## config.mk

```make
export PLATFORM = sky130hd
export DESIGN_NAME = fpu
export DESIGN_NICKNAME = d
export VERILOG_FILES = /design/src/source/isa_pkg.sv /design/src/source/float_pkg.sv /design/src/source/fadd.sv /design/src/source/fmisc.sv /design/src/source/fpu.sv
export SDC_FILE = /design/constraint.sdc
export NUM_CORES = 1
export LEC_CHECK = 0
export BUFFER_PORTS_ARGS = -buffer_cell sky130_fd_sc_hd__buf_2
export CORE_MARGIN = 5
export CORE_UTILIZATION = 45
export DETAILED_ROUTE_END_ITERATION = 7
export PLACE_DENSITY_LB_ADDON = 0.1
export SLEW_MARGIN = 40
export SYNTH_ARGS = -nofsm -noshare
export SYNTH_HDL_FRONTEND = slang
export SYNTH_SLANG_ARGS = --single-unit
```

## constraint.sdc

```tcl
create_clock -name clk -period 20.7 [get_ports clk]
set_input_delay 3.105 -clock clk [delete_from_list [all_inputs] [get_ports clk]]
set_output_delay 3.105 -clock clk [all_outputs]
set_load 0.01 [all_outputs]
```

## src/source/isa_pkg.sv

```systemverilog
`default_nettype none

package isa_pkg;

    // register word and the two opcode fields
    typedef logic [31:0] word_t;
    typedef logic [2:0]  func3_t;
    typedef logic [6:0]  func7_t;

    // major opcodes, one per unit group
    localparam func7_t FUNC7_FADD  = 7'b0000000;
    localparam func7_t FUNC7_FSUB  = 7'b0000100;
    localparam func7_t FUNC7_FSGNJ = 7'b0010000;
    localparam func7_t FUNC7_FCOMP = 7'b1010000;
    // float to int register move
    localparam func7_t FUNC7_FMVI  = 7'b1110000;
    // int to float register move
    localparam func7_t FUNC7_IMVF  = 7'b1111000;

    // sign injection selectors
    localparam func3_t FUNC3_FSGNJ  = 3'd0;
    localparam func3_t FUNC3_FSGNJN = 3'd1;
    localparam func3_t FUNC3_FSGNJX = 3'd2;

    // comparison selectors
    localparam func3_t FUNC3_FLE = 3'd0;
    localparam func3_t FUNC3_FLT = 3'd1;
    localparam func3_t FUNC3_FEQ = 3'd2;

endpackage

`default_nettype wire

```

## src/source/float_pkg.sv

```systemverilog
`default_nettype none

package float_pkg;

    localparam int EXP_W = 8;
    localparam int MAN_W = 23;

    // carry, hidden one, fraction, then guard, round and sticky
    localparam int SIG_W = MAN_W + 5;

    typedef logic [EXP_W-1:0] fexp_t;
    typedef logic [MAN_W-1:0] fman_t;
    typedef logic [SIG_W-1:0] fsig_t;

    // all ones exponent, used as the overflow result
    localparam fexp_t EXP_MAX = '1;

    // ieee single layout, msb first
    typedef struct packed {
        logic  sign;
        fexp_t exp;
        fman_t man;
    } float_t;

    // adder pipeline contents
    typedef struct packed {
        // sign of the larger operand
        logic  sign;
        // exponent of the larger operand
        fexp_t exp;
        // aligned operand or sum, grs in the low three bits
        fsig_t sig;
        // both inputs were zero or flushed
        logic  zero;
    } add_stage_t;

endpackage

`default_nettype wire

```

## src/source/fadd.sv

```systemverilog
`default_nettype none

module fadd
    import isa_pkg::*, float_pkg::*;
(
    input  logic  clk,
    input  logic  rst_n,
    input  logic  order,
    output logic  accepted,
    output logic  done,
    input  word_t rs1,
    input  word_t rs2,
    output word_t rd
);

    // exponent math needs room for a borrow and a carry
    localparam int XW   = EXP_W + 2;
    localparam int LZ_W = $clog2(SIG_W);

    logic [2:0] valid;

    float_t     op_a;
    float_t     op_b;
    float_t     op_big;
    float_t     op_small;
    fsig_t      big_sig;
    fsig_t      small_sig;
    fsig_t      shifted;
    fexp_t      shift;
    logic       lost;

    add_stage_t s1_d;
    add_stage_t s1_q;
    fsig_t      big_q;
    logic       sub_d;
    logic       sub_q;
    add_stage_t s2_q;

    logic            carry;
    logic [LZ_W-1:0] lz;
    logic [SIG_W-2:0] norm;
    logic [MAN_W:0]  sig_n;
    logic            guard;
    logic            rnd;
    logic            sticky;
    logic            round_up;
    logic [MAN_W+1:0] rounded;
    logic [XW-1:0]   exp_calc;
    float_t          res;
    word_t           res_q;

    function automatic logic [LZ_W-1:0] lead_zeros(input logic [SIG_W-2:0] v);
        logic [LZ_W-1:0] n;
        logic            seen;
        n    = '0;
        seen = 1'b0;
        for (int i = SIG_W - 2; i >= 0; i--) begin
            if (v[i]) begin
                seen = 1'b1;
            end else if (!seen) begin
                n = n + 1'b1;
            end
        end
        return n;
    endfunction

    // the fpu only orders when idle, so take it at once
    assign accepted = order;
    assign done     = valid[2];
    assign rd       = res_q;

    always_ff @(posedge clk or negedge rst_n) begin
        if (!rst_n) begin
            valid <= '0;
        end else begin
            valid <= {valid[1:0], order};
        end
    end

    // stage 1 orders by magnitude and aligns the smaller operand
    always_comb begin
        op_a     = float_t'(rs1);
        op_b     = float_t'(rs2);
        op_big   = ({op_a.exp, op_a.man} >= {op_b.exp, op_b.man}) ? op_a : op_b;
        op_small = ({op_a.exp, op_a.man} >= {op_b.exp, op_b.man}) ? op_b : op_a;
        // denormals count as zero
        big_sig   = (op_big.exp != '0) ? {2'b01, op_big.man, 3'b000} : '0;
        small_sig = (op_small.exp != '0) ? {2'b01, op_small.man, 3'b000} : '0;
        shift     = op_big.exp - op_small.exp;
        if (shift >= fexp_t'(SIG_W)) begin
            shifted = '0;
            lost    = |small_sig;
        end else begin
            shifted = small_sig >> shift;
            lost    = |(small_sig & ((fsig_t'(1) << shift) - fsig_t'(1)));
        end
        s1_d.sign = op_big.sign;
        s1_d.exp  = op_big.exp;
        s1_d.sig  = {shifted[SIG_W-1:1], shifted[0] | lost};
        s1_d.zero = (op_big.exp == '0);
        sub_d     = op_a.sign ^ op_b.sign;
    end

    always_ff @(posedge clk) begin
        if (order) begin
            s1_q  <= s1_d;
            big_q <= big_sig;
            sub_q <= sub_d;
        end
    end

    // stage 2 takes the larger magnitude minus or plus the aligned one
    always_ff @(posedge clk) begin
        if (valid[0]) begin
            s2_q.sign <= s1_q.sign;
            s2_q.exp  <= s1_q.exp;
            s2_q.sig  <= sub_q ? big_q - s1_q.sig : big_q + s1_q.sig;
            s2_q.zero <= s1_q.zero;
        end
    end

    // stage 3 normalizes, rounds to nearest even and flushes small results
    always_comb begin
        carry = s2_q.sig[SIG_W-1];
        lz    = lead_zeros(s2_q.sig[SIG_W-2:0]);
        norm  = s2_q.sig[SIG_W-2:0] << lz;
        if (carry) begin
            sig_n  = s2_q.sig[SIG_W-1:4];
            guard  = s2_q.sig[3];
            rnd    = s2_q.sig[2];
            sticky = |s2_q.sig[1:0];
        end else begin
            sig_n  = norm[SIG_W-2:3];
            guard  = norm[2];
            rnd    = norm[1];
            sticky = norm[0];
        end
        round_up = guard & (rnd | sticky | sig_n[0]);
        rounded  = {1'b0, sig_n} + (MAN_W + 2)'(round_up);
        // rounding can carry into a new leading one
        exp_calc = XW'(s2_q.exp) + XW'(carry) + XW'(rounded[MAN_W+1])
                 - (carry ? XW'(0) : XW'(lz));

        res.sign = s2_q.sign;
        res.exp  = exp_calc[EXP_W-1:0];
        res.man  = rounded[MAN_W-1:0];
        if (s2_q.zero || s2_q.sig == '0 || exp_calc[XW-1] || exp_calc == '0) begin
            // exact cancellation and underflow both give +0
            res = '0;
        end else if (exp_calc >= XW'(EXP_MAX)) begin
            res.exp = EXP_MAX;
            res.man = '0;
        end
    end

    always_ff @(posedge clk) begin
        if (valid[1]) begin
            res_q <= word_t'(res);
        end
    end

    // done belongs to a lone order with nothing entered behind it
    a_done_after_order: assert property (
        @(posedge clk) disable iff (!rst_n)
        done |-> $past(order, 3) && !$past(order, 2) && !$past(order, 1));

    // one item at a time in the pipeline
    a_accept_when_empty: assert property (
        @(posedge clk) disable iff (!rst_n) accepted |-> order && valid == '0);

endmodule

`default_nettype wire

```

## src/source/fmisc.sv

```systemverilog
`default_nettype none

module fmisc
    import isa_pkg::*, float_pkg::*;
(
    input  logic   order,
    output logic   accepted,
    output logic   done,
    input  func7_t func7,
    input  func3_t func3,
    input  word_t  rs1,
    input  word_t  rs2,
    output word_t  rd
);

    float_t op_a;
    float_t op_b;
    logic   both_zero;
    logic   is_eq;
    logic   is_lt;
    float_t sgn_res;

    // single cycle, so every order finishes where it starts
    assign accepted = order;
    assign done     = order;

    // sign-magnitude compare
    always_comb begin
        op_a      = float_t'(rs1);
        op_b      = float_t'(rs2);
        // -0 and +0 are the same value
        both_zero = ({op_a.exp, op_a.man} == '0) && ({op_b.exp, op_b.man} == '0);
        is_eq     = (rs1 == rs2) || both_zero;
        if (both_zero) begin
            is_lt = 1'b0;
        end else if (op_a.sign != op_b.sign) begin
            is_lt = op_a.sign;
        end else if (op_a.sign) begin
            // both negative, larger magnitude is smaller
            is_lt = {op_a.exp, op_a.man} > {op_b.exp, op_b.man};
        end else begin
            is_lt = {op_a.exp, op_a.man} < {op_b.exp, op_b.man};
        end
    end

    // rs1 magnitude with a new sign
    always_comb begin
        sgn_res = op_a;
        case (func3)
            FUNC3_FSGNJ:  sgn_res.sign = op_b.sign;
            FUNC3_FSGNJN: sgn_res.sign = ~op_b.sign;
            FUNC3_FSGNJX: sgn_res.sign = op_a.sign ^ op_b.sign;
            default:      sgn_res      = '0;
        endcase
    end

    always_comb begin
        rd = '0;
        case (func7)
            FUNC7_FSGNJ: begin
                rd = word_t'(sgn_res);
            end
            FUNC7_FCOMP: begin
                case (func3)
                    FUNC3_FLE: rd = word_t'(is_lt | is_eq);
                    FUNC3_FLT: rd = word_t'(is_lt);
                    FUNC3_FEQ: rd = word_t'(is_eq);
                    default:   rd = '0;
                endcase
            end
            // raw bit moves between register files
            FUNC7_FMVI, FUNC7_IMVF: begin
                rd = rs1;
            end
            default: begin
                rd = '0;
            end
        endcase
    end

endmodule

`default_nettype wire

```

## src/source/fpu.sv

```systemverilog
`default_nettype none

module fpu
    import isa_pkg::*;
(
    input  logic   clk,
    input  logic   rst_n,
    input  logic   order,
    output logic   accepted,
    output logic   done,
    input  func3_t func3,
    input  func7_t func7,
    input  word_t  rs1,
    input  word_t  rs2,
    output word_t  rd
);

    logic  busy;
    logic  order_able;
    logic  is_add;
    logic  is_misc;

    logic  fadd_order;
    logic  fadd_accepted;
    logic  fadd_done;
    word_t fadd_rs2;
    word_t fadd_rd;

    logic  misc_order;
    logic  misc_accepted;
    logic  misc_done;
    word_t misc_rd;

    // unknown opcode, answered here
    logic  err_order;

    // a unit is working from the cycle after acceptance until done
    always_ff @(posedge clk or negedge rst_n) begin
        if (!rst_n) begin
            busy <= 1'b0;
        end else if (done) begin
            busy <= 1'b0;
        end else if (accepted) begin
            busy <= 1'b1;
        end
    end

    assign order_able = order & ~busy;

    always_comb begin
        is_add  = 1'b0;
        is_misc = 1'b0;
        case (func7)
            FUNC7_FADD, FUNC7_FSUB: begin
                is_add = 1'b1;
            end
            FUNC7_FSGNJ, FUNC7_FCOMP, FUNC7_FMVI, FUNC7_IMVF: begin
                is_misc = 1'b1;
            end
            default: begin
                is_add  = 1'b0;
                is_misc = 1'b0;
            end
        endcase
    end

    assign fadd_order = order_able & is_add;
    assign misc_order = order_able & is_misc;
    assign err_order  = order_able & ~is_add & ~is_misc;

    // subtract is an add with rs2 negated
    assign fadd_rs2 = (func7 == FUNC7_FSUB) ? {~rs2[31], rs2[30:0]} : rs2;

    fadd u_fadd (
        .clk      (clk),
        .rst_n    (rst_n),
        .order    (fadd_order),
        .accepted (fadd_accepted),
        .done     (fadd_done),
        .rs1      (rs1),
        .rs2      (fadd_rs2),
        .rd       (fadd_rd)
    );

    fmisc u_fmisc (
        .order    (misc_order),
        .accepted (misc_accepted),
        .done     (misc_done),
        .func7    (func7),
        .func3    (func3),
        .rs1      (rs1),
        .rs2      (rs2),
        .rd       (misc_rd)
    );

    assign accepted = fadd_accepted | misc_accepted | err_order;
    assign done     = fadd_done | misc_done | err_order;

    // latch the finishing unit's word, held until the next done
    always_ff @(posedge clk or negedge rst_n) begin
        if (!rst_n) begin
            rd <= '0;
        end else if (done) begin
            if (fadd_done) begin
                rd <= fadd_rd;
            end else if (misc_done) begin
                rd <= misc_rd;
            end else begin
                rd <= '0;
            end
        end
    end

    a_one_done_source: assert property (
        @(posedge clk) disable iff (!rst_n) $onehot0({fadd_done, misc_done, err_order}));

    a_no_accept_busy: assert property (
        @(posedge clk) disable iff (!rst_n) accepted |-> !busy);

endmodule

`default_nettype wire

```

# ---- Yosys cells after proc, flatten, opt, wreduce, memory -nomap -nowiden
# Index checks and enable logic that the tools add are counted.
dict set report totals {
  ramBits 0
  register_bits 173
  mem_count 0
  latch_bits 0
  rom_bits 0
  output_inout_bits 34
}
dict set report op_classes {
  n_reduce_logical 23
  n_addsub 34
  magnitude_cmp 5
  multipliers 0
  eq_ne 9
  n_mux 106
  bitwise 21
  shift 3
  div 0
}
# cell n
set op_table {}
lappend op_table {{5-bit two-way mux} 53}
lappend op_table {{32-bit one-hot mux with 3 select lines} 2}
lappend op_table {{32-bit two-way mux} 4}
lappend op_table {{5-bit by 1-bit adder with 5-bit output (second input constant)} 25}
lappend op_table {{31-bit two-way mux} 3}
lappend op_table {{31-bit zero test} 2}
lappend op_table {{28-bit OR reduction} 2}
lappend op_table {{27-bit two-way mux} 2}
lappend op_table {{1-bit two-way mux} 39}
lappend op_table {{32-bit equality test} 1}
lappend op_table {{31-bit >= comparator} 1}
lappend op_table {{31-bit greater-than comparator} 1}
lappend op_table {{31-bit less-than comparator} 1}
lappend op_table {{28-bit adder} 1}
lappend op_table {{28-bit AND} 1}
lappend op_table {{28-bit zero test} 1}
lappend op_table {{28-bit two-way mux} 1}
lappend op_table {{1-bit by 8-bit left shift with 28-bit output (first input constant)} 1}
lappend op_table {{27-bit by 8-bit right shift with 28-bit output} 1}
lappend op_table {{28-bit by 1-bit subtractor with 28-bit output (second input constant)} 1}
lappend op_table {{28-bit subtractor} 1}
lappend op_table {{27-bit by 5-bit left shift with 27-bit output} 1}
lappend op_table {{24-bit by 1-bit adder with 25-bit output} 1}
lappend op_table {{24-bit two-way mux} 1}
lappend op_table {{other kinds (29)} 54}

# ---- Longest topological paths before layout
dict set report depth {
  ltp_word 90
  depth_mapped 115
  depth_no_buf 111
}

# ---- Cells and area by module
# Synthesis repeated with hierarchy kept, for this count alone.
dict set report unflattened {
  hier_cells 2498
  area_unflattened_um2 19512.5
}
# mod n_inst area_each_um2 cells_per_inst
set modules_own_cells {}
lappend modules_own_cells {fadd 1 16130.5 2074}
lappend modules_own_cells {fpu 1 2110.8 236}
lappend modules_own_cells {fmisc 1 1271.2 188}

# ---- Least setup slack after synthesis
# Ideal clock, no wire load.
dict set report synth_timing {
  path_kind {register -> register}
  from {register u_fadd.s2_q[26] (netlist name)}
  to {register u_fadd.res_q[20] (netlist: u_fadd.rd[20]) (data pin)}
  setup_ns 0.262
  path_stages_with_launch 114
  arrival_time_ns 21.306
  required_ns 20.438
  n_path_buf 4
  slack_ns -0.869
  path_cell_list {edfxtp_1 > nor2_1 > ha_1 > nand3b_1 > o21ai_0 > nor2b_1 > inv_1 > ha_1 > nand2_1 > nand2_1 > ha_1 > nor3_1 > a21oi_1 > ha_1 > mux2_2 > ha_1 > mux2_2 > o21ai_0 > [... 78 more ...] > or4_1 > ha_1 > inv_1 > ha_1 > fa_1 > a21o_1 > a21oi_1 > o21bai_1 > a21oi_1 > o21bai_1 > a21oi_1 > xnor2_1 > nor2_1 > a41oi_1 > nand2b_1 > inv_1 > and2_1 > mux2_1}
}
dict set report synth_via {
  elab_chain_len 87
  elab_cells_between_ends 120
  cone_classes {add/sub (28); order compare (1); shift (1); mux (81); bitwise (3); reduce/logical (6)}
}
# item line
set synth_lines {}
lappend synth_lines {{start, declared} fadd.sv:37} ;# add_stage_t s2_q;
lappend synth_lines {{parallel branches: the longest is 87 deep, another holds 5-bit by 1-bit adder with 5-bit output} n/a}
lappend synth_lines {{end signal, assigned} fadd.sv:158} ;# res_q <= word_t'(res);
lappend synth_lines {{end, declared} fadd.sv:50} ;# word_t res_q;
# Parallel ways; which one is timed is not known.
# A chain may end at the register's enable or synchronous reset.

# ---- Worst setup path after layout
dict set report layout_timing {
  from {register u_fadd.s2_q[27] (netlist name)}
  to {register u_fadd.res_q[20] (netlist: u_fadd.rd[20]) (data pin)}
}
dict set report layout_via {
  elab_chain_len 90
  elab_cells_between_ends 124
  cone_classes {add/sub (29); order compare (1); shift (1); mux (84); bitwise (3); reduce/logical (6)}
}
# item
set layout_lines {}
lappend layout_lines {{parallel branches: the longest is 90 deep, another holds 5-bit by 1-bit adder with 5-bit output}}
# Parallel ways; which one is timed is not known.

==> results.toml <==
[pwr]
ir_drop_v = 0.0000560
p_sw_share_pct = 32.5
p_total_uw = 960
clkPwrFrac_pct = 34.3
p_sw_uw = 312
p_leak_nw = 8.57
p_int_uw = 648
p_per_area_nw_per_um2 = 46.0
seq_power_share_pct = 38.5
p_comb_share_pct = 27.3

[cts]
root_buffer = "clkbuf_16"
cts_tree = "yes"
cts_buffer_depth = 2
clk_latency_ns = 0.44
clk_pin_slew_worst_paths_ns = 0.07
h-tree-depth = 4
cts_buffers = 17
cts.sinks = 168
ctsHoldBuffers = 0

[synthesis]
synthDistinctLibCells = 101
synth_edf_count = 132
synth.top_cell.area_share_pct = 22.9
synth_top_flop_cell = "edfxtp_1"
synth_top_cell_by_area = "edfxtp_1"
synthCells = 2167
ys_ff_latch = 168
syn_nets = 2342
synth_area_leaders = "edfxtp_1 (23%), ha_1 (7.0%), nand2_1 (6.1%)"
synth.cell_area_sq_um = 17300
syn_avg_cell_area_sq_um = 8.00
ys_seq_area_share_pct = 28.0
synth_warnings = 0
async_reset_ff_share_pct = 21.4

[detailed_routing]
drt-vias-per-instance = 6.06
drc = 0
first_pass_iters = 6
wl_um = 60400
drt_iter0_drc = 1682
avgRoutedWirePerCell_um = 21.1
ant_nets = 0
dr_total_vias = 17369

[floorplanning]
die_y_um = 206
pin_count = 111
fp.dieW_um = 206
die_area_sq_um = 42600
core_sq_um = 38400
start_util_pct = 45.2
row_count = 72

[sta]
max_freq_ghz = 0.0488
finalCriticalPeriod_ns = 20.48
whs_ns = 0.409
clock_skew_ns = 0.0130
max_slew_margin_pct = 32.2
setup_tns_ns = 0
setup-violations-final = 0
tightestPinTransition_ns = 1.01
hold_viol_final = 0
rsz0062_at_grt = "yes"
slew_viol_final = 0
fin_crit_sh_pct = 98.9

[global_route]
grt_pass1_vias = 16353
antenna_found_initial = 0
gr-usage-all-layers_pct = 27.5
overflow = 0
grt_max_degree = 68
grt_first_pass_wirelength_um = 92200

[layout]
syn_to_final_growth_pct = 20.4
final_layout_size_suffix_gt1_share_pct = 20.9
mostFrequentLayoutCell = "nand2_1"
nets = 2510
layout_common_cells = "nand2_1 (275), nor2_1 (196), buf_4 (146)"
n_antenna_cell = 0
final_area_sq_um = 20900

[setup_path]
r2r_start = "u_fadd.s2_q[27]"
cp_slowest_stage_delay_ns = 0.58
reg2regPathDepth = 107
cp.arrival_ns = 20.66
r2r_slack_ns = 0.22
required_ns = 20.88
path_class = "reg2reg"
path_common_cell = "ha_4"
cpMaxStageDelayCell = "or4_4"
cp-start-kind = "flop"
worstPathMaxFanout = 5
r2r_end = "u_fadd.rd[20]"
endpoint_kind = "flop"

[worst_hold_path]
hp-start = "u_fadd.s1_q[31]"
whs_endpoint = "u_fadd.s2_q[31]"
hp-class = "reg2reg"
hold_path_depth = 0

[placement]
place_hpwl_um = 46200
portBuffers = 110
place.gp.congestion = 0.967
place_area_sq_um = 18900

[status]
status = "finished, final reports clean"

[flow_run]
maxCapViolCount = 0
cells by family after synthesis:
kind of cell,Yosys count,share of synthesized area (%)
buf+inv,216,4.89
flops,168,28.0
xor+xnor,121,6.92
mux,123,7.36
compound gates,567,21.2
simple gates,873,24.4
fa+ha+maj,99,7.17
synth_stat cells (30+ instances only):
cell type and instances:
nand2_1 284, nor2_1 213, a21oi_1 155, edfxtp_1 132
o21ai_0 114, mux2i_1 99, clkbuf_1 97, ha_1 97
inv_1 97, xnor2_1 81, nor3_1 76, nand3_1 54
nor4_1 43, a22oi_1 40, dfrtp_1 36, xor2_1 30
what timing repair did:
action,4_1_cts,5_1_grt
gates resized for setup,46,114
setup endpoints to repair,31,32
cloned,1,2
buffers inserted,37,34
endpoints found under the hold margin,0,0
pin swaps,26,75
worst max-delay path by stage:
stage	startpoint	cells past startpoint	slack, ns	endpoint
after floorplan	u_fadd.s2_q[27]	114	0.02	u_fadd.rd[20]
after global placement	u_fadd.s2_q[27]	109	0.03	u_fadd.rd[9]
after detailed placement	u_fadd.s2_q[27]	110	-0.62	u_fadd.rd[20]
after CTS	u_fadd.s2_q[27]	110	0.03	u_fadd.rd[20]
after global routing	u_fadd.s2_q[27]	110	-0.62	u_fadd.rd[20]
final	u_fadd.s2_q[27]	107	0.22	u_fadd.rd[20]
power by group through the flow:
stage | sequential (mW) | clock [mW] | combinational (mW)
2_1_floorplan | 0.376 | 0 | 0.168
3_3_place_gp | 0.376 | 0 | 0.247
5_1_grt | 0.369 | 0.349 | 0.286
6_report | 0.369 | 0.329 | 0.262
4_1_cts | 0.369 | 0.333 | 0.253
3_5_place_dp | 0.376 | 0 | 0.250
worst max-delay path: cells and delay by family, from the launching register on:
family / cells / cell delay [ns]
AOI/OAI and AO/OA: 27 / 3.96
xor gates and xnor gates: 1 / 0.12
adders and majority gates: 25 / 6.63
buffers and inverters: 6 / 0.62
DFF: 1 / 0.45
muxes: 14 / 3.45
and+or+nand+nor: 34 / 4.98
cell type report:
class | instances | area, sq um
clock buffers | 19 | 443
clock inverters | 13 | 169
fillers | 3608 | 17500
inverters | 99 | 387
multi-input cells | 1783 | 12500
flip-flops and latches | 168 | 4860
well taps | 518 | 648
repair buffers | 266 | 1820
flip-flops by register name (all words and copies together), names as in the netlist:
signal	flops
busy	1
rd	32
u_fadd.big_q	24
u_fadd.carry	1
u_fadd.rd	32
u_fadd.s1_q	37
u_fadd.s2_q	37
u_fadd.sub_q	1
u_fadd.valid	3
stage by stage:
step | utilization (%) | setup slack, ns | cells
after floorplan | - | 0.0207 | 2167
after global placement | 49.1 | 0.0277 | 2761
after detailed placement | 49.2 | -0.619 | 2761
after CTS | 52.1 | 0.0342 | 2831
after global routing | 54.4 | -0.623 | 2866
final | 54.4 | 0.221 | 2866
layer usage:
metal | GRT usage (%) | vias up | wire length, um | share of wire, %
met1 | 37.8 | 8254 | 26300 | 44
met5 | 0 | - | 0 | 0
met3 | 2.09 | 119 | 3230 | 5.3
li1 | - | 8307 | - | -
met4 | 9.29 | 0 | 2230 | 3.7
met2 | 46.1 | 689 | 28600 | 47
(Power assumes the default switching activity.)
